File: config.mk
export PLATFORM = sky130hd
export DESIGN_NAME = mem_req_capture
export DESIGN_NICKNAME = d
export VERILOG_FILES = /design/src/source/lsu_pkg.sv /design/src/source/mem_req_capture.sv
export SDC_FILE = /design/constraint.sdc
export NUM_CORES = 1
export LEC_CHECK = 0
export ABC_AREA = 1
export BUFFER_PORTS_ARGS = -buffer_cell sky130_fd_sc_hd__buf_2
export CORE_MARGIN = 1
export CORE_UTILIZATION = 41
export CTS_BUF_LIST = sky130_fd_sc_hd__clkbuf_8
export DETAILED_ROUTE_END_ITERATION = 8
export PLACE_DENSITY = 0.78
export SLEW_MARGIN = 40
export SYNTH_ARGS = -nofsm -noshare
export SYNTH_HDL_FRONTEND = slang
export SYNTH_SLANG_ARGS = --single-unit
File: constraint.sdc
create_clock -name clk -period 4.58 [get_ports clk]
set_input_delay 0.229 -clock clk [delete_from_list [all_inputs] [get_ports clk]]
set_output_delay 0.229 -clock clk [all_outputs]
set_load 0.005 [all_outputs]
File: src/source/lsu_pkg.sv
package lsu_pkg;

    // Datapath widths
    localparam int DATA_W = 32;
    localparam int ADDR_W = 32;

    // Data RAM holds 2**MEM_AW words
    localparam int MEM_AW = 8;

    // Request FIFO between capture and access unit
    localparam int QUEUE_DEPTH = 4;
    localparam int QUEUE_AW    = 2;

    // Memory opcodes, bit 2 marks a store
    typedef enum logic [3:0] {
        LD_B  = 4'b0000,
        LD_H  = 4'b0001,
        LD_W  = 4'b0010,
        ST_B  = 4'b0100,
        ST_H  = 4'b0101,
        ST_W  = 4'b0110,
        LD_BU = 4'b1000,
        LD_HU = 4'b1001
    } lsu_op_e;

    // Inbound handshake
    typedef enum logic {
        CAP_IDLE     = 1'b0,
        CAP_HOLD_ACK = 1'b1   // in_ack high until in_req drops
    } capture_state_e;

    // Access unit sequencing
    typedef enum logic [1:0] {
        ACC_IDLE      = 2'b00,
        ACC_READ      = 2'b01,  // RAM read in flight
        ACC_RESPOND   = 2'b10,  // out_req high
        ACC_WAIT_DROP = 2'b11   // wait for out_ack low
    } access_state_e;

endpackage

File: src/source/mem_req_capture.sv
module mem_req_capture (
    input  logic                       clk,
    input  logic                       arst_n,
    input  logic                       in_req,
    input  lsu_pkg::lsu_op_e           in_op,
    input  logic [lsu_pkg::ADDR_W-1:0] in_addr,
    input  logic [lsu_pkg::DATA_W-1:0] in_wdata,
    input  logic                       full,
    output logic                       in_ack,
    output logic                       push,
    output lsu_pkg::lsu_op_e           push_op,
    output logic [lsu_pkg::MEM_AW-1:0] push_word,
    output logic [3:0]                 push_strb,
    output logic [lsu_pkg::DATA_W-1:0] push_wdata,
    output logic [1:0]                 push_lane,
    output logic                       push_exc
);

    lsu_pkg::capture_state_e state;
    logic [1:0]              lane;
    logic [3:0]              strb;
    logic                    exc;
    logic                    accept;

    assign lane   = in_addr[1:0];
    assign accept = (state == lsu_pkg::CAP_IDLE) && in_req && !full;
    assign in_ack = (state == lsu_pkg::CAP_HOLD_ACK);

    // Byte lanes touched by the access, zero on misalignment
    always_comb begin
        strb = 4'b0000;
        exc  = 1'b0;
        case (in_op)
            lsu_pkg::LD_B, lsu_pkg::LD_BU, lsu_pkg::ST_B: begin
                strb = 4'b0001 << lane;
            end
            lsu_pkg::LD_H, lsu_pkg::LD_HU, lsu_pkg::ST_H: begin
                if (lane[0]) begin
                    exc = 1'b1;
                end else begin
                    strb = 4'b0011 << lane;
                end
            end
            lsu_pkg::LD_W, lsu_pkg::ST_W: begin
                if (lane != 2'b00) begin
                    exc = 1'b1;
                end else begin
                    strb = 4'b1111;
                end
            end
            default: exc = 1'b1;   // Undefined opcode
        endcase
    end

    always_ff @(posedge clk or negedge arst_n) begin
        if (!arst_n) begin
            state <= lsu_pkg::CAP_IDLE;
            push  <= 1'b0;
        end else begin
            push <= accept;
            case (state)
                lsu_pkg::CAP_IDLE: begin
                    if (accept) begin
                        state <= lsu_pkg::CAP_HOLD_ACK;
                    end
                end
                lsu_pkg::CAP_HOLD_ACK: begin
                    if (!in_req) begin
                        state <= lsu_pkg::CAP_IDLE;
                    end
                end
                default: state <= lsu_pkg::CAP_IDLE;
            endcase
        end
    end

    always_ff @(posedge clk) begin
        if (accept) begin
            push_op    <= in_op;
            push_word  <= in_addr[lsu_pkg::MEM_AW+1:2];  // Upper bits wrap
            push_strb  <= strb;
            push_wdata <= in_wdata << {lane, 3'b000};
            push_lane  <= lane;
            push_exc   <= exc;
        end
    end

    // Queue must have room for every accepted request
    a_no_push_full: assert property (@(posedge clk) disable iff (!arst_n)
        push |-> !full)
        else $error("push while queue full");

    a_ack_needs_req: assert property (@(posedge clk) disable iff (!arst_n)
        $rose(in_ack) |-> $past(in_req))
        else $error("in_ack raised without in_req");

endmodule

-- Word level (Yosys, flattened, before mapping)
Index checks and enable logic that the tools add are counted.
- multiply operators: 0
- magnitude comparators: 0
- add/subtract/negate cells: 0
- equality and inequality tests: 7
- bitwise operators: 1
- shifts and indexed selects: 3
- reduce and logical (&&, ||, !) cells: 8
- divide/modulo/power cells: 0
- multiplexer cells: 9
- operator list (kind ; count):
    << shifter 32 x 5 -> 32 bit ; 1
    == test 4 x 3 -> 1 bit (second input constant) ; 3
    case mux 4 bit (3 select lines) ; 1
    == test 4 bit (second input constant) ; 2
    2-to-1 mux 4 bit ; 2
    OR reduction 3 bit ; 2
    == test 4 x 1 -> 1 bit (second input constant) ; 1
    == test 4 x 2 -> 1 bit (second input constant) ; 1
    logical NOT 4 bit ; 1
    2-to-1 mux 1 bit ; 4
    << shifter 1 x 2 -> 4 bit (first input constant) ; 1
    << shifter 2 x 2 -> 4 bit (first input constant) ; 1
    case mux 1 bit (3 select lines) ; 1
    logical AND 1 bit ; 2
    case mux 1 bit (2 select lines) ; 1
    nonzero test 2 bit ; 1
    OR reduction 2 bit ; 1
    logical NOT 1 bit ; 1
    NOT 1 bit ; 1
- RAM bits: 0
- output and inout port bits: 53
- ROM bits: 0
- register bits: 53
- memories: 0
- latch bits: 0

-- Depth between registers and ports, before layout
- depth in word-level cells: 5
- gate-level depth with buffers: 6

-- Least setup slack after synthesis
Ideal clock, no wire load.
- path kind: register -> register
- start: register state (netlist: in_ack)
- end: register push_exc, enable pin
- clock period less this slack: 4.479 ns
- arrival time: 3.955 ns
- buffers on the path: 0
- stages on the path, launching flop included: 2
- path slack: 0.101 ns
- library setup time: 0.524 ns
- path through: dfrtp_1 -> nor3_1
- cells in the longest elaborated chain, start to end: 3
- ends and longest elaborated chain (what ; RTL line ; text):
    start: declaration ; mem_req_capture.sv:19 ; lsu_pkg::capture_state_e state;
    start signal: assignment ; mem_req_capture.sv:57 ; state <= lsu_pkg::CAP_IDLE;
    start signal: assignment ; mem_req_capture.sv:64 ; state <= lsu_pkg::CAP_HOLD_ACK;
    start signal: assignment ; mem_req_capture.sv:69 ; state <= lsu_pkg::CAP_IDLE;
    NOT 1 bit ; n/a ;
    logical AND 1 bit (2 in series) ; mem_req_capture.sv:26 ; assign accept = (state == lsu_pkg::CAP_IDLE) && in_req && !full;
    via accept ; mem_req_capture.sv:23 ; logic accept;
    end signal: assignment ; mem_req_capture.sv:84 ; push_exc <= exc;
    end: declaration ; mem_req_capture.sv:16 ; output logic push_exc
The timed path passes the listed nets, and every way through them passes these cells.
A chain may end at the register's enable or synchronous reset.

-- Worst setup path after layout
- start: register state (netlist: in_ack)
- end: register push_wdata[15] (netlist bit), enable pin
- cells in the longest elaborated chain, start to end: 3
- ends and longest elaborated chain (what ; RTL line ; text):
    NOT 1 bit ; n/a ;
    logical AND 1 bit (2 in series) ; mem_req_capture.sv:26 ;
    via accept ; mem_req_capture.sv:23 ;
    end signal: assignment ; mem_req_capture.sv:82 ; push_wdata <= in_wdata << {lane, 3'b000};
    end: declaration ; mem_req_capture.sv:14 ; output logic [lsu_pkg::DATA_W-1:0] push_wdata,
The timed path passes the listed nets, and every way through them passes these cells.

==> results.cfg <==
[synthesis]
synth-xor-area-share_pct = 0
ys_seq_elements = 53
yosysWarnings = 0
syn_nets = 268
synth_mux_area_share_pct = 0
netlist_area_sq_um = 2230
synthAdderAreaFrac_pct = 0
synth_cell_types = 18
synth_compound_area_share_pct = 2.24
synth_top_family_by_area = simple AND/OR/NAND/NOR gates
syn_area_per_cell_sq_um = 11.4
netlist_instances = 196
synthSimpleGateAreaFrac_pct = 22.4
ys_seq_area_share_pct = 70.9

[critical_path]
cp.required_ns = 4.54
cp.arrival_ns = 1.31
end_kind = register
crit_path_start_kind = register
cp_max_fo = 29
path_class = register to register
reg2reg_slack_ns = 3.24

[sta]
fmax_ghz = 0.745
period_minus_slack_ns = 1.34
setup_viol = 0
hold-worst-slack_ns = 0.104
clock_skew_ns = 0.00489
tns_ns = 0
hold_viol = 0
slew_headroom_pct = 67.0
max_slew.worst_pin.slew_ns = 0.494
period_share_pct = 29.3
layout_setup_ws_ns = 3.24
maxSlewViolCount = 0
rsz0062_at_grt = no

[layout]
antenna_cells = 0
final_cell_mix = buf_2 (102), nand2_1 (64), edfxtp_1 (51)
fin_util_pct = 56.3
syn_to_final_growth_pct = 30.6
post_layout_nonfiller_instances = 375
nets = 376
drive_gt1_share_pct = 39.0
layout_commonest_cell = buf_2

[drt]
antenna_violating_nets_post_route = 0
dr.first_iter.drc_count = 80
drc = 0
viasPerCell = 4.79
wl_mm = 5.11
wl_per_cell_microns = 13.6
vias = 1797
first_pass_iters = 4

[place]
place_inst = 366
io_buffers = 102
dp_hpwl_mm = 3.62
gp_congestion = 0.829
post-place-ws_ns = 2.66

[cts]
h-tree-depth = 2
cts_tree = yes
cts_max_path_buffers = 2
root_buffer = clkbuf_8
cts.sinks = 53
clock_latency_ns = 0.30
cts_setup_buffers = 0
clk_pin_slew_ns = 0.09
numCtsBuffers = 5

[die]
chipWidth_microns = 75.8
initial_core_util_pct = 43.1
die_h_microns = 75.8
num_rows = 26
die_area_sq_um = 5740
io_pins = 125
core_sq_um = 5170

[global_route]
grt_pass1_wl_mm = 7.51
antenna_found_initial = 0
grt_pass1_vias = 1698
grt_overflow_total = 0
grt_max_degree = 30
grtUsageTotal_pct = 18.0

[hold_path]
hold_class = input pin to register

[flow_run]
timing.max_cap.violations = 0

[power_and_ir_drop]
vdd_drop_max_v = 0.000133
p_per_area_nw_per_um2 = 317
leakage_nw = 1.31

[run_status]
outcome = complete, no violations
registers in the layout, summed over array words and instances, names as in the netlist:
name and count:
push_word 8, push_lane 2, push_strb 4, push_wdata 32, push 1, push_exc 1, in_ack 1, push_op 4
critical path: stages (launching register included):
cell	delay, ns
dfrtp_1	0.41
nor3_2	0.21
buf_4	0.38
cell type report:
class / count / area [sq um]
inverters: 16 / 62.6
clock buffers: 5 / 68.8
flip-flops and latches: 53 / 1580
well taps: 70 / 87.6
repair buffers: 105 / 536
fillers: 467 / 2260
multi-input cells: 123 / 559
clock inverters: 3 / 17.5
synthesized netlist by cell type:
| master | number | area, sq um |
|---|---|---|
| a21oi_1 | 2 | 10.0 |
| and2_1 | 8 | 50.1 |
| buf_4 | 2 | 15.0 |
| buf_6 | 2 | 22.5 |
| dfrtp_1 | 2 | 50.1 |
| edfxtp_1 | 51 | 1530 |
| inv_1 | 13 | 48.8 |
| inv_2 | 2 | 7.51 |
| inv_4 | 1 | 6.26 |
| nand2_1 | 64 | 240 |
| nand3_1 | 23 | 115 |
| nand4_1 | 3 | 18.8 |
| nor2_1 | 11 | 41.3 |
| nor2_2 | 1 | 6.26 |
| nor2_4 | 2 | 22.5 |
| nor3_1 | 1 | 5.00 |
| o21ai_0 | 6 | 30.0 |
| o21ai_1 | 2 | 10.0 |
cell families (layout without fill, tap and decap cells):
logic type / Yosys count / in the layout
AND/OR/NAND/NOR: 113 / 113
flip-flops: 53 / 53
buffers and inverters: 20 / 129
AO/OA/AOI/OAI: 10 / 10
per-layer routing:
| layer | track usage, % | up-vias | share of wire, % |
|---|---|---|---|
| met1 | 21.0 | 832 | 39 |
| met4 | 8.85 | 0 | 1.7 |
| li1 | - | 878 | - |
| met3 | 3.84 | 12 | 5.8 |
| met5 | 0 | - | 0 |
| met2 | 31.6 | 75 | 54 |
path summary, 6_finish.rpt:
check                                 start                           end  cells after the start
setup / recovery           in_ack$_DFF_PN0_  push_wdata[15]$_SDFFCE_PP0P_                      2
hold / removal                   in_addr[8]        push_word[6]$_DFFE_PP_                      1
setup reg to reg           in_ack$_DFF_PN0_  push_wdata[15]$_SDFFCE_PP0P_                      2
hold reg to reg            in_ack$_DFF_PN0_              in_ack$_DFF_PN0_                      2
max in group asynchronous            arst_n                push$_DFF_PN0_                      2
min in group asynchronous            arst_n              in_ack$_DFF_PN0_                      2
through the flow:
step / area [sq um] / total power, mW
global placement: 2810 / 0.677
CTS: 2910 / 0.931
finish: 2910 / 0.924
floorplan: 2230 / 0.626
global route: 2910 / 0.961
detailed placement: 2810 / 0.681
timing repair:
item | CTS | global route
endpoints found under the setup margin | 0 | 0
resized for setup | 0 | 0
hold buffers | 1 | 0
endpoints found under the hold margin | 2 | 0
power by group:
| group | switching [mW] | internal (mW) |
|---|---|---|
| Combinational | 0.0642 | 0.0447 |
| Clock | 0.148 | 0.106 |
| Sequential | 0.00471 | 0.557 |
No activity file was read; power rests on OpenSTA's default activity.
