### src/source/lsu_pkg.sv
package lsu_pkg;

    // Datapath widths
    localparam int DATA_W = 32;
    localparam int ADDR_W = 32;

    // Data RAM holds 2**MEM_AW words
    localparam int MEM_AW = 8;

    // Request FIFO between capture and access unit
    localparam int QUEUE_DEPTH = 4;
    localparam int QUEUE_AW    = 2;

    // Memory opcodes, bit 2 marks a store
    typedef enum logic [3:0] {
        LD_B  = 4'b0000,
        LD_H  = 4'b0001,
        LD_W  = 4'b0010,
        ST_B  = 4'b0100,
        ST_H  = 4'b0101,
        ST_W  = 4'b0110,
        LD_BU = 4'b1000,
        LD_HU = 4'b1001
    } lsu_op_e;

    // Inbound handshake
    typedef enum logic {
        CAP_IDLE     = 1'b0,
        CAP_HOLD_ACK = 1'b1   // in_ack high until in_req drops
    } capture_state_e;

    // Access unit sequencing
    typedef enum logic [1:0] {
        ACC_IDLE      = 2'b00,
        ACC_READ      = 2'b01,  // RAM read in flight
        ACC_RESPOND   = 2'b10,  // out_req high
        ACC_WAIT_DROP = 2'b11   // wait for out_ack low
    } access_state_e;

endpackage

### src/source/mem_req_queue.sv
module mem_req_queue (
    input  logic                       clk,
    input  logic                       arst_n,
    input  logic                       push,
    input  lsu_pkg::lsu_op_e           push_op,
    input  logic [lsu_pkg::MEM_AW-1:0] push_word,
    input  logic [3:0]                 push_strb,
    input  logic [lsu_pkg::DATA_W-1:0] push_wdata,
    input  logic [1:0]                 push_lane,
    input  logic                       push_exc,
    input  logic                       pop,
    output logic                       full,
    output logic                       empty,
    output lsu_pkg::lsu_op_e           head_op,
    output logic [lsu_pkg::MEM_AW-1:0] head_word,
    output logic [3:0]                 head_strb,
    output logic [lsu_pkg::DATA_W-1:0] head_wdata,
    output logic [1:0]                 head_lane,
    output logic                       head_exc
);

    lsu_pkg::lsu_op_e           op_mem    [lsu_pkg::QUEUE_DEPTH];
    logic [lsu_pkg::MEM_AW-1:0] word_mem  [lsu_pkg::QUEUE_DEPTH];
    logic [3:0]                 strb_mem  [lsu_pkg::QUEUE_DEPTH];
    logic [lsu_pkg::DATA_W-1:0] wdata_mem [lsu_pkg::QUEUE_DEPTH];
    logic [1:0]                 lane_mem  [lsu_pkg::QUEUE_DEPTH];
    logic                       exc_mem   [lsu_pkg::QUEUE_DEPTH];

    logic [lsu_pkg::QUEUE_AW-1:0] wr_ptr;
    logic [lsu_pkg::QUEUE_AW-1:0] rd_ptr;
    logic [lsu_pkg::QUEUE_AW:0]   count;
    logic                         do_push;
    logic                         do_pop;

    assign full    = (count == (lsu_pkg::QUEUE_AW+1)'(lsu_pkg::QUEUE_DEPTH));
    assign empty   = (count == '0);
    assign do_push = push && !full;
    assign do_pop  = pop && !empty;

    always_ff @(posedge clk or negedge arst_n) begin
        if (!arst_n) begin
            wr_ptr <= '0;
            rd_ptr <= '0;
            count  <= '0;
        end else begin
            if (do_push) wr_ptr <= wr_ptr + 1'b1;   // Depth is a power of two
            if (do_pop)  rd_ptr <= rd_ptr + 1'b1;
            case ({do_push, do_pop})
                2'b10:   count <= count + 1'b1;
                2'b01:   count <= count - 1'b1;
                default: count <= count;
            endcase
        end
    end

    always_ff @(posedge clk) begin
        if (do_push) begin
            op_mem[wr_ptr]    <= push_op;
            word_mem[wr_ptr]  <= push_word;
            strb_mem[wr_ptr]  <= push_strb;
            wdata_mem[wr_ptr] <= push_wdata;
            lane_mem[wr_ptr]  <= push_lane;
            exc_mem[wr_ptr]   <= push_exc;
        end
    end

    assign head_op    = op_mem[rd_ptr];
    assign head_word  = word_mem[rd_ptr];
    assign head_strb  = strb_mem[rd_ptr];
    assign head_wdata = wdata_mem[rd_ptr];
    assign head_lane  = lane_mem[rd_ptr];
    assign head_exc   = exc_mem[rd_ptr];

    a_no_pop_empty: assert property (@(posedge clk) disable iff (!arst_n)
        pop |-> !empty)
        else $error("pop from empty queue");

endmodule

### config.mk
export PLATFORM = sky130hd
export DESIGN_NAME = mem_req_queue
export DESIGN_NICKNAME = d
export VERILOG_FILES = /design/src/source/lsu_pkg.sv /design/src/source/mem_req_queue.sv
export SDC_FILE = /design/constraint.sdc
export NUM_CORES = 1
export LEC_CHECK = 0
export ABC_AREA = 1
export BUFFER_PORTS_ARGS = -buffer_cell sky130_fd_sc_hd__buf_4
export CAP_MARGIN = 10
export CORE_MARGIN = 8
export CORE_UTILIZATION = 25
export DETAILED_ROUTE_END_ITERATION = 10
export PLACE_DENSITY = 0.43
export SLEW_MARGIN = 20
export SYNTH_ARGS = -nofsm -noshare
export SYNTH_HDL_FRONTEND = slang
export SYNTH_SLANG_ARGS = --single-unit
### constraint.sdc
create_clock -name clk -period 3.3 [get_ports clk]
set_input_delay 0.66 -clock clk [delete_from_list [all_inputs] [get_ports clk]]
set_output_delay 0.66 -clock clk [all_outputs]
set_load 0.05 [all_outputs]
Word level (Yosys, flattened, before mapping) --
Memories as Yosys holds them, arrays and structs flattened. Cells that the tools add are included.
Storage, ports and cells: register bits 7, RAM bits 204, bits of input ports 55, output and inout port bits 53, word-level logic and storage cells 25, memories kept 6
Memories:
- wdata_mem | depth 4, bits a word 32, rd ports 1, clocked after memory_dff 0, write ports 1, RTL line mem_req_queue.sv:25 | logic [lsu_pkg::DATA_W-1:0] wdata_mem [lsu_pkg::QUEUE_DEPTH];
- word_mem | depth 4, bits a word 8, rd ports 1, clocked after memory_dff 0, write ports 1, RTL line mem_req_queue.sv:23 | logic [lsu_pkg::MEM_AW-1:0] word_mem [lsu_pkg::QUEUE_DEPTH];
- op_mem | depth 4, bits a word 4, rd ports 1, clocked after memory_dff 0, write ports 1, RTL line mem_req_queue.sv:22 | lsu_pkg::lsu_op_e op_mem [lsu_pkg::QUEUE_DEPTH];
- strb_mem | depth 4, bits a word 4, rd ports 1, clocked after memory_dff 0, write ports 1, RTL line mem_req_queue.sv:24 | logic [3:0] strb_mem [lsu_pkg::QUEUE_DEPTH];
- lane_mem | depth 4, bits a word 2, rd ports 1, clocked after memory_dff 0, write ports 1, RTL line mem_req_queue.sv:26 | logic [1:0] lane_mem [lsu_pkg::QUEUE_DEPTH];
- exc_mem | depth 4, bits a word 1, rd ports 1, clocked after memory_dff 0, write ports 1, RTL line mem_req_queue.sv:27 | logic exc_mem [lsu_pkg::QUEUE_DEPTH];
Operators by class: $add $sub $neg 4, equality and inequality tests 3, muxes and demuxes 3, reductions and logical operators 6
Operators with widths (number):
- one-hot mux 3 bit (2 select lines) | 1
- adder 2 x 1 -> 2 bit (second input constant) | 2
- adder 3 x 1 -> 3 bit (second input constant) | 1
- equality test 3 bit (second input constant) | 1
- zero test 3 bit | 1
- subtractor 3 x 1 -> 3 bit (second input constant) | 1
- equality test 2 x 1 -> 1 bit (second input constant) | 1
- equality test 2 bit (second input constant) | 1
- logical AND 1 bit | 2
- zero test 1 bit | 2
- two-way mux 1 bit | 2
- nonzero test 2 bit | 1

Logic depth before layout (Yosys ltp) --
Gate-level depths: netlist of the first run.
word-level depth 5, mapped depth 12, gate-level depth less buffers 12

Worst setup path after synthesis of the first run --
Ideal clock, no wire load.
kind input-to-reg, from input push, to memory exc_mem[0] (enable), setup time 0.460 ns, arrival 2.950 ns, required time 2.840 ns, slack -0.110 ns, cell stages on the path 2, buffers on the path 0, cell sequence nand2_1 > nor2_1
Between the ends: cells in the longest elaborated chain, start to end 3
Ends and longest elaborated chain:
- start, declared | RTL line mem_req_queue.sv:4 | input logic push,
- logical AND 1 bit | RTL line mem_req_queue.sv:37 | assign do_push = push && !full;
- two-way mux 1 bit | RTL line mem_req_queue.sv:57 | if (do_push) begin
- two-way mux 1 bit (implied by the code) | RTL line mem_req_queue.sv:63 | exc_mem[wr_ptr] <= push_exc;
- end, declared | RTL line mem_req_queue.sv:27
No other way between the ends.

Final worst setup path of the first run --
from register rd_ptr[0] (netlist bit), to output head_wdata[30] (netlist bit)
Between the ends: cells in the longest elaborated chain, start to end 1
Ends and longest elaborated chain:
- start, declared | RTL line mem_req_queue.sv:30 | logic [lsu_pkg::QUEUE_AW-1:0] rd_ptr;
- start signal, assigned | RTL line mem_req_queue.sv:47 | if (do_pop) rd_ptr <= rd_ptr + 1'b1;
- memory (4 x 32 bit)
- end, declared | RTL line mem_req_queue.sv:17 | output logic [lsu_pkg::DATA_W-1:0] head_wdata,
No other way between the ends.

==> results of run 1 <==
==> kinds of logic (layout without fill, tap and decap cells) <==
family,Yosys count,in the layout
XOR/XNOR,1,1
buffers and inverters,153,280
adder cells (fa/ha/maj),6,6
flip-flops,211,211
AND/OR/NAND/NOR,182,182
AO/OA/AOI/OAI,103,103
other,0,1
==> cells in the final DEF, fill, tap and decap left out <==
master,Yosys,layout
o21ai_0,1,1
dfrtp_2,0,1
inv_1,116,116
clkbuf_16,0,25
clkinv_1,0,7
diode_2,0,1
clkinv_2,0,6
nor2_4,0,4
ha_1,5,5
clkbuf_1,5,4
inv_6,0,1
nand3_1,7,7
o211ai_1,82,82
edfxtp_1,204,204
buf_4,5,108
inv_2,4,3
buf_12,0,8
dlygate4sd3_1,0,1
dfrtp_1,7,6
nand4_1,1,1
o211ai_2,20,20
fa_1,1,1
clkinv_4,0,1
xnor2_1,1,1
nand2_1,170,170
==> sequential cells by signal (all words and copies together), names as in the netlist <==
signal and cells:
count 3, wdata_mem 128, strb_mem 16, word_mem 32, wr_ptr 2, exc_mem 4
op_mem 16, lane_mem 8, rd_ptr 2
==> power by group through the flow <==
stage                     Combinational [µW]  Sequential, µW  Clock (µW)
final                                   5070            3660        2380
after global routing                    5530            3710        2570
after CTS                               5250            3660        2480
after detailed placement                5230            3720           0
after global placement                  5220            3710           0
after floorplan                         3590            3720           0
==> area by class of cell <==
type | instances | area, µm² | share of cell area [%]
diodes | 1 | 2.50 | 0.0234
well taps | 455 | 569 | 5.32
inverters | 120 | 455 | 4.26
clock buffers | 29 | 641 | 5.99
clock inverters | 14 | 65.1 | 0.608
flip-flops and latches | 211 | 6300 | 58.9
multi-input cells | 292 | 1690 | 15.8
repair buffers | 117 | 981 | 9.17
==> routing by layer <==
metal / part of all wire, % / wire length (µm) / up-vias / GRT usage [%]
li1: - / - / 2506 / -
met1: 45 / 8740 / 2336 / 11.6
met2: 48 / 9410 / 80 / 16.3
met3: 5.0 / 969 / 24 / 2.80
met4: 1.9 / 371 / 2 / 2.30
met5: 0.067 / 13 / - / 0
==> stage by stage <==
step	worst slack [ns]	power (µW)	area, µm²	hold WS (ns)	TNS (ns)
after floorplan	-0.110	7310	8600	0.364	-22.36
after global placement	0.917	8930	9980	0.477	0
after detailed placement	0.896	8950	9980	0.484	0
after CTS	0.338	11400	10700	0.323	0
after global routing	0.267	11800	10700	0.333	0
final	0.481	11100	10700	0.361	0
==> worst paths after layout <==
| kind | start | end | slack (ns) | cells after the start |
|---|---|---|---|---|
| max | rd_ptr[0]$_DFFE_PN0P_ | head_wdata[30] | 0.48 | 6 |
| min | push_wdata[21] | wdata_mem[0][21]$_DFFE_PP_ | 0.36 | 1 |
| max reg2reg | count[0]$_DFFE_PN0P_ | count[2]$_DFFE_PN0P_ | 1.20 | 10 |
| min reg2reg | count[2]$_DFFE_PN0P_ | count[2]$_DFFE_PN0P_ | 0.49 | 2 |
| max in group asynchronous | arst_n | rd_ptr[1]$_DFFE_PN0P_ | 2.65 | 2 |
| min in group asynchronous | arst_n | rd_ptr[0]$_DFFE_PN0P_ | 0.51 | 2 |
==> impl_metrics.yaml, run 1 <==
logic_synthesis:
  synth_flop_cell: "edfxtp_1"
  synth_area_mm2: 0.00860
  avgSynthCellArea_um2: 13.1
  synth_common_cells: "edfxtp_1 (204), nand2_1 (170), inv_1 (116)"
  ys_types: 18
  yosys-top-cells-area: "edfxtp_1 (71%), nand2_1 (7.4%), o211ai_1 (7.2%)"
  synthAdderAreaFrac_pct: 0.960
  syn_inst: 656
  synth_xor_area_share_pct: 0.102
  synth-edff-count: 204
  yosys.area_share.simple_pct: 8.07
  synth_top_family_by_area: "compound AO/OA/AOI/OAI gates"
  synth.most_common_cell: "edfxtp_1"
  synth-seq-area-share_pct: 73.2
  synthMuxAreaShare_pct: 0
  yosys.area.top_type_share_pct: 71.2
  ys_ff_latch: 211
  syn_nets: 717
  async_flop_share_pct: 3.32
  yosys_warnings: 0
  synth_top_cell_by_area: "edfxtp_1"
  synth_compound_area_share_pct: 10.1
worst_setup_path:
  slowest_delay_ns: 0.43
  critical_path.slowest_cell: "dfrtp_1"
  cpMostUsedCell: "nand2_1"
  critPathArrivalTime_ns: 2.16
  critPathMaxFanout: 61
  endpoint_kind: "output pin"
  cp-start-kind: "flop"
  cp_data_required_time_ns: 2.64
  worst-path-buf-inv: 3
  critical_path.cell_chain: "inv_6 -> buf_12 -> nand2_1 -> o211ai_1 -> nand2_1 -> buf_4"
  worstSetupPathType: "reg2out"
  cp_top_family: "buffers and inverters"
clock_tree:
  cts_made_buffers: 25
  cts.sinks: 211
  cts_max_path_buffers: 3
  postCtsHoldBufs: 1
  postCtsSetupBuffers: 0
  clock_latency_ns: 0.50
  h-tree-depth: 1
  ctsResizeCount: 0
  clk_pin_slew_ns: 0.06
  cts-root-buf: "clkbuf_16"
  cts_tree: "yes"
timing:
  fin_crit_sh_pct: 85.4
  hold_viol: 0
  setup_viol: 0
  period_minus_slack_ns: 2.82
  clock_skew_ns: 0.00803
  tightest_slew_ns: 0.796
  drv_slew: 0
  rsz0062_at_grt: "false"
  timing.fmax_ghz: 0.355
  maxSlewHeadroom_pct: 46.9
global_route:
  grt_usage_pct: 9.51
  antenna_found_initial: 2
  gr-total-overflow: 0
  grt_max_degree: 62
  grt_pass1_wl_um: 30700
  first_global_vias: 5153
pwr:
  power_frac_comb_pct: 45.7
  seqPwrFrac_pct: 32.9
  leakagePower_uw: 0.00426
  swShare_pct: 43.4
  p_clk_share_pct: 21.4
  ir_drop_v: 0.000525
  power_density_mw_per_mm2: 1040
  p_int_uw: 6290
  switchingPower_uw: 4820
finish:
  drive_gt1_share_pct: 22.6
  fin_cells: 1239
  area_growth_pct: 24.4
  nFillCells: 3476
  finish.utilization_pct: 31.3
  fin_nets: 828
detailed_routing:
  drt_iter0_markers: 167
  first_pass_iters: 4
  drcViolationCount: 0
  drt_wl_total_um: 19500
  ant_nets: 0
  viasPerCell: 3.99
  vias: 4948
  post_drt_wl_per_cell_um: 15.7
place:
  dp.cells: 1194
  port_buffers: 107
  gp_congestion: 0.665
  hpwl_um: 11500
outcome:
  outcome: "completed"
floorplan:
  die-area_mm2: 0.0406
  core.rowCount: 68
  start_util_pct: 25.2
  die-height_um: 202
  die_w_um: 202
  ioPinCount: 108
  core_mm2: 0.0342
flow_run:
  drv_cap: 0
min_path:
  hold_class: "in2reg"
Power figures use the tool's default switching activity.
==> inputs of run 2 (changes only) <==
CORE_ASPECT_RATIO = 1.25   (was default)
==> run 2 against run 1 <==
Compared with the run above:
- global-route usage hardly changed
- die area about the same
- critical path depth shrank 2
- final cell count fell by 2.0%
- clock power about the same
- clock skew increased by 0.0021 ns
- routed wire length shrank 0.16%
- total power shrank 0.27%
- hold slack improved by 0.0037 ns
- combinational power decreased by 2%
- critical endpoint is now head_op[1]
- via count up 1.3%
==> impl_metrics.yaml, run 2 (synthesized netlist as in run 1, its figures left out) <==
timing:
  tightest_slew_ns: 0.577
  fin_tns_setup_ns: 0
  clock_skew_ns: 0.0102
  fin_ws_ns: 0.371
  hold_viol: 0
  drv_slew: 0
  fin_crit_sh_pct: 88.8
  hold_ws_ns: 0.364
  timing.fmax_ghz: 0.341
  period_minus_slack_ns: 2.93
  setup_viol: 0
  maxSlewHeadroom_pct: 61.6
  rsz0062_at_grt: "false"
pwr:
  p_clk_share_pct: 21.7
  power_frac_comb_pct: 45.0
  swShare_pct: 43.1
  leakagePower_uw: 0.00425
  p_int_uw: 6310
  ir_drop_v: 0.000453
  switchingPower_uw: 4770
  power_density_mw_per_mm2: 1040
  seqPwrFrac_pct: 33.4
finish:
  area_growth_pct: 23.6
  final_cell_mix: "edfxtp_1 (204), nand2_1 (170), buf_4 (118), inv_1 (116), o211ai_1 (82)"
  top_regs: "wdata_mem (128), word_mem (32)"
  nFillCells: 3444
  regMostFlops: "wdata_mem"
  fin_cells: 1214
  regArea_mm2: 0.00630
  drive_gt1_share_pct: 23.0
  fin_area_mm2: 0.0106
  layout_commonest_cell: "edfxtp_1"
  largest_reg_flops: 128
  multi_input_area_mm2: 0.00169
  fin_nets: 830
global_route:
  met3_usage_pct: 2.54
  grt_usage_pct: 9.54
  grt-busiest-layer: "met2"
  first_global_vias: 5210
  gr-total-overflow: 0
  grt_pass1_wl_um: 30000
  global_route.usage.met2_pct: 17.7
  grt_max_degree: 64
  grt_use_met1_pct: 10.5
  antenna_found_initial: 2
clock_tree:
  cts-root-buf: "clkbuf_16"
  cts_tree: "yes"
  cts.sinks: 211
  h-tree-depth: 1
  ctsResizeCount: 0
  cts_max_path_buffers: 3
  clk_pin_slew_ns: 0.06
  clock_latency_ns: 0.50
  cts_made_buffers: 22
detailed_routing:
  drt_wl_total_um: 19500
  drcViolationCount: 0
  post_drt_wl_per_cell_um: 16.0
  ant_nets: 0
  viasPerCell: 4.13
  vias: 5011
  drt_iter0_markers: 192
  first_pass_iters: 4
worst_setup_path:
  cp_data_required_time_ns: 2.64
  endpoint_kind: "output pin"
  worstSetupPathType: "reg2out"
  r2r_start: "count[0]$_DFFE_PN0P_"
  cp-start-kind: "flop"
  critPathMaxFanout: 34
  worstSetupStartpoint: "rd_ptr[1]$_DFFE_PN0P_"
  reg2regPathDepth: 10
  critPathArrivalTime_ns: 2.27
min_path:
  min_from: "push_wdata[8]"
  holdPathStages: 1
  hold_class: "in2reg"
floorplan:
  die-height_um: 223
  die-area_mm2: 0.0406
  core.rowCount: 76
  ioPinCount: 108
  die_w_um: 182
  start_util_pct: 25.1
  core_mm2: 0.0342
place:
  postPlaceCellArea_mm2: 0.00993
  dp.cells: 1173
  hpwl_um: 12400
  gp_congestion: 0.666
  port_buffers: 107
  dp_slack_ns: 0.802
outcome:
  outcome: "completed"
flow_run:
  drv_cap: 0
run 2: changes by cell type in the layout (fill, tap and decap cells not counted):
cell | before | now
buf_4 | 108 | 118
buf_12 | 8 | 3
clkinv_1 | 7 | 2
bufinv_16 | 0 | 2
clkbuf_1 | 4 | 6
clkbuf_16 | 25 | 23
clkinv_2 | 6 | 4
clkinv_4 | 1 | 0
clkinvlp_4 | 0 | 1
diode_2 | 1 | 2
run 2: worst paths after layout:
path	slack, ns	end
worst max-delay path	0.37	head_op[1]
worst min-delay path	0.36	wdata_mem[1][8]$_DFFE_PP_
worst max register to register	1.14	count[2]$_DFFE_PN0P_
worst min register to register	0.49	count[0]$_DFFE_PN0P_
max in group asynchronous	2.60	rd_ptr[1]$_DFFE_PN0P_
min in group asynchronous	0.56	rd_ptr[0]$_DFFE_PN0P_
run 2: through the flow:
step	total power (µW)	utilization (%)
after floorplan	7310	-
after global placement	8860	29.0
after detailed placement	8890	29.0
after CTS	11300	31.1
after global routing	11700	31.1
final	11100	31.1
run 2: repair_timing:
item / 4_1_cts / 5_1_grt
hold buffers: 1 / 0
setup buffers: 0 / 0
endpoints found under the hold margin: 7 / 0
run 2: layout make-up:
cell class / instances / area share, %
sequential: 211 / 59.3
multi-input combinational: 292 / 15.9
timing repair buffer: 122 / 8.99
clock buffer: 29 / 5.62
tap: 429 / 5.05
inverter: 120 / 4.28
clock inverter: 9 / 0.894
antenna: 2 / 0.0471
run 2: critical path, cell delays in order, from the launching register on:
cell and delay [ns]:
dfrtp_2 0.63, buf_4 0.54, o211ai_1 0.18, nand2_1 0.14, buf_4 0.21
run 2: power groups by stage:
| stage | clock (µW) | combinational (µW) | sequential [µW] |
|---|---|---|---|
| floorplan | 0 | 3590 | 3720 |
| global placement | 0 | 5110 | 3750 |
| detailed placement | 0 | 5120 | 3760 |
| CTS | 2480 | 5130 | 3710 |
| global route | 2560 | 5410 | 3750 |
| finish | 2400 | 4980 | 3700 |
run 2: metal layers:
metal	share of wire [%]	up-vias	wire, µm
met3	5.5	25	1060
met5	0	-	0
met4	1.6	0	318
li1	-	2491	-
met2	52	85	10200
met1	41	2410	7930
==> inputs of run 3 (changes only) <==
CELL_PAD_IN_SITES_DETAIL_PLACEMENT = 2   (was default)
CELL_PAD_IN_SITES_GLOBAL_PLACEMENT = 2   (was default)
PLACE_DENSITY = 0.57   (was 0.43)
==> run 3 against run 2 <==
Compared with the run above:
- non-clock buffer count rose by 2
- worst setup slack improved by 0.029 ns
- final area rose by 0.82%
- critical endpoint is now head_wdata[27]
==> impl_metrics.yaml, run 3 (synthesized netlist as in run 1, its figures left out) <==
floorplan:
  die-area_mm2: 0.0406
  start_util_pct: 25.1
  core.rowCount: 76
  ioPinCount: 108
  die_w_um: 182
  die-height_um: 223
  core_mm2: 0.0342
global_route:
  grt_pass1_wl_um: 34200
  grt_usage_pct: 10.7
  gr-total-overflow: 0
  antenna_found_initial: 2
  grt_max_degree: 65
  first_global_vias: 5986
pwr:
  p_int_uw: 6420
  p_clk_share_pct: 22.2
  leakagePower_uw: 0.00429
  ir_drop_v: 0.000458
  power_density_mw_per_mm2: 1060
  total_power_uw: 11300
  swShare_pct: 43.4
  power_frac_comb_pct: 45.0
  switchingPower_uw: 4920
  seqPwrFrac_pct: 32.8
detailed_routing:
  vias: 5320
  ant_nets: 0
  drt_iter0_markers: 184
  drcViolationCount: 0
  viasPerCell: 4.36
  first_pass_iters: 4
  drt_wl_total_um: 21800
  post_drt_wl_per_cell_um: 17.9
timing:
  setup_viol: 0
  hold_viol: 0
  period_minus_slack_ns: 2.90
  clock_skew_ns: 0.0203
  fin_crit_sh_pct: 87.9
  rsz0062_at_grt: "false"
  tightest_slew_ns: 0.541
  timing.fmax_ghz: 0.345
  maxSlewHeadroom_pct: 63.9
  drv_slew: 0
place:
  postPlaceCellArea_mm2: 0.00997
  gp_congestion: 0.656
  hpwl_um: 13700
  port_buffers: 107
clock_tree:
  cts-root-buf: "clkbuf_16"
  cts_made_buffers: 24
  clk_pin_slew_ns: 0.06
  cts_max_path_buffers: 3
  cts.sinks: 211
  cts_tree: "yes"
  clock_latency_ns: 0.52
  h-tree-depth: 1
flow_run:
  drv_cap: 0
worst_setup_path:
  cp-start-kind: "flop"
  worstSetupPathType: "reg2out"
  r2r_slack_ns: 1.10
  critPathMaxFanout: 64
  critPathArrivalTime_ns: 2.24
  cp_data_required_time_ns: 2.64
  endpoint_kind: "output pin"
finish:
  nFillCells: 3624
  layout_commonest_cell: "edfxtp_1"
  largest_reg_flops: 128
  multi_input_area_mm2: 0.00169
  fin_area_mm2: 0.0107
  area_growth_pct: 24.6
  drive_gt1_share_pct: 23.4
  top_regs: "wdata_mem (128), word_mem (32)"
  fin_nets: 834
  regMostFlops: "wdata_mem"
  regArea_mm2: 0.00630
  final_cell_mix: "edfxtp_1 (204), nand2_1 (170), buf_4 (118), inv_1 (116), o211ai_1 (82)"
min_path:
  hold_class: "in2reg"
outcome:
  outcome: "completed"
## run 3: changes by cell type in the layout (fill, tap and decap cells not counted), sizes merged
cell    before  now
buf        121  123
clkinv       6   10
diode        2    1
## run 3: power groups by stage
stage / Sequential (µW) / Combinational, µW / Clock, µW
after floorplan: 3720 / 3590 / 0
after detailed placement: 3780 / 5280 / 0
after CTS: 3720 / 5300 / 2620
after global routing: 3760 / 5530 / 2720
after global placement: 3750 / 5240 / 0
final: 3710 / 5100 / 2520
## run 3: layout make-up
| type | instances | area share (%) |
|---|---|---|
| clock buffers | 29 | 5.78 |
| repair buffers | 124 | 9.29 |
| well taps | 429 | 5.01 |
| flip-flops and latches | 211 | 58.8 |
| diodes | 1 | 0.0233 |
| multi-input cells | 292 | 15.7 |
| clock inverters | 13 | 1.16 |
| inverters | 120 | 4.25 |
## run 3: worst max-delay path, cell delays in order (launching register included)
cell      delay [ns]
dfrtp_1         0.43
inv_6           0.41
buf_4           0.35
nand2_1         0.10
o211ai_1        0.12
nand2_1         0.09
buf_4           0.19
## run 3: stage by stage
stage	setup WS, ns	hold slack, ns	util, %	TNS [ns]	std cells
floorplan	-0.110	0.364	-	-22.36	656
global placement	0.897	0.482	29.1	0	1175
detailed placement	0.868	0.490	29.1	0	1175
CTS	0.310	0.312	31.3	0	1218
global route	0.260	0.310	31.3	0	1218
finish	0.399	0.343	31.3	0	1219
## run 3: timing repair
action / CTS / global route
hold buffers: 1 / 0
setup buffers: 0 / 0
resized for setup: 0 / 0
endpoints found under the hold margin: 7 / 0
## run 3: layer usage
metal | global-route usage [%] | part of all wire (%) | vias up
met4 | 2.52 | 1.4 | 2
met5 | 0 | 0.060 | -
met2 | 20.0 | 53 | 81
met1 | 12.2 | 42 | 2705
met3 | 2.28 | 4.0 | 27
li1 | - | - | 2505
## run 3: worst paths after layout
path | to | startpoint | cells past startpoint
worst max-delay path | head_wdata[27] | rd_ptr[0]$_DFFE_PN0P_ | 6
worst min-delay path | wdata_mem[1][28]$_DFFE_PP_ | push_wdata[28] | 1
worst max register to register | count[2]$_DFFE_PN0P_ | count[0]$_DFFE_PN0P_ | 10
worst min register to register | count[0]$_DFFE_PN0P_ | count[0]$_DFFE_PN0P_ | 1
max in group asynchronous | rd_ptr[1]$_DFFE_PN0P_ | arst_n | 2
min in group asynchronous | count[2]$_DFFE_PN0P_ | arst_n | 2
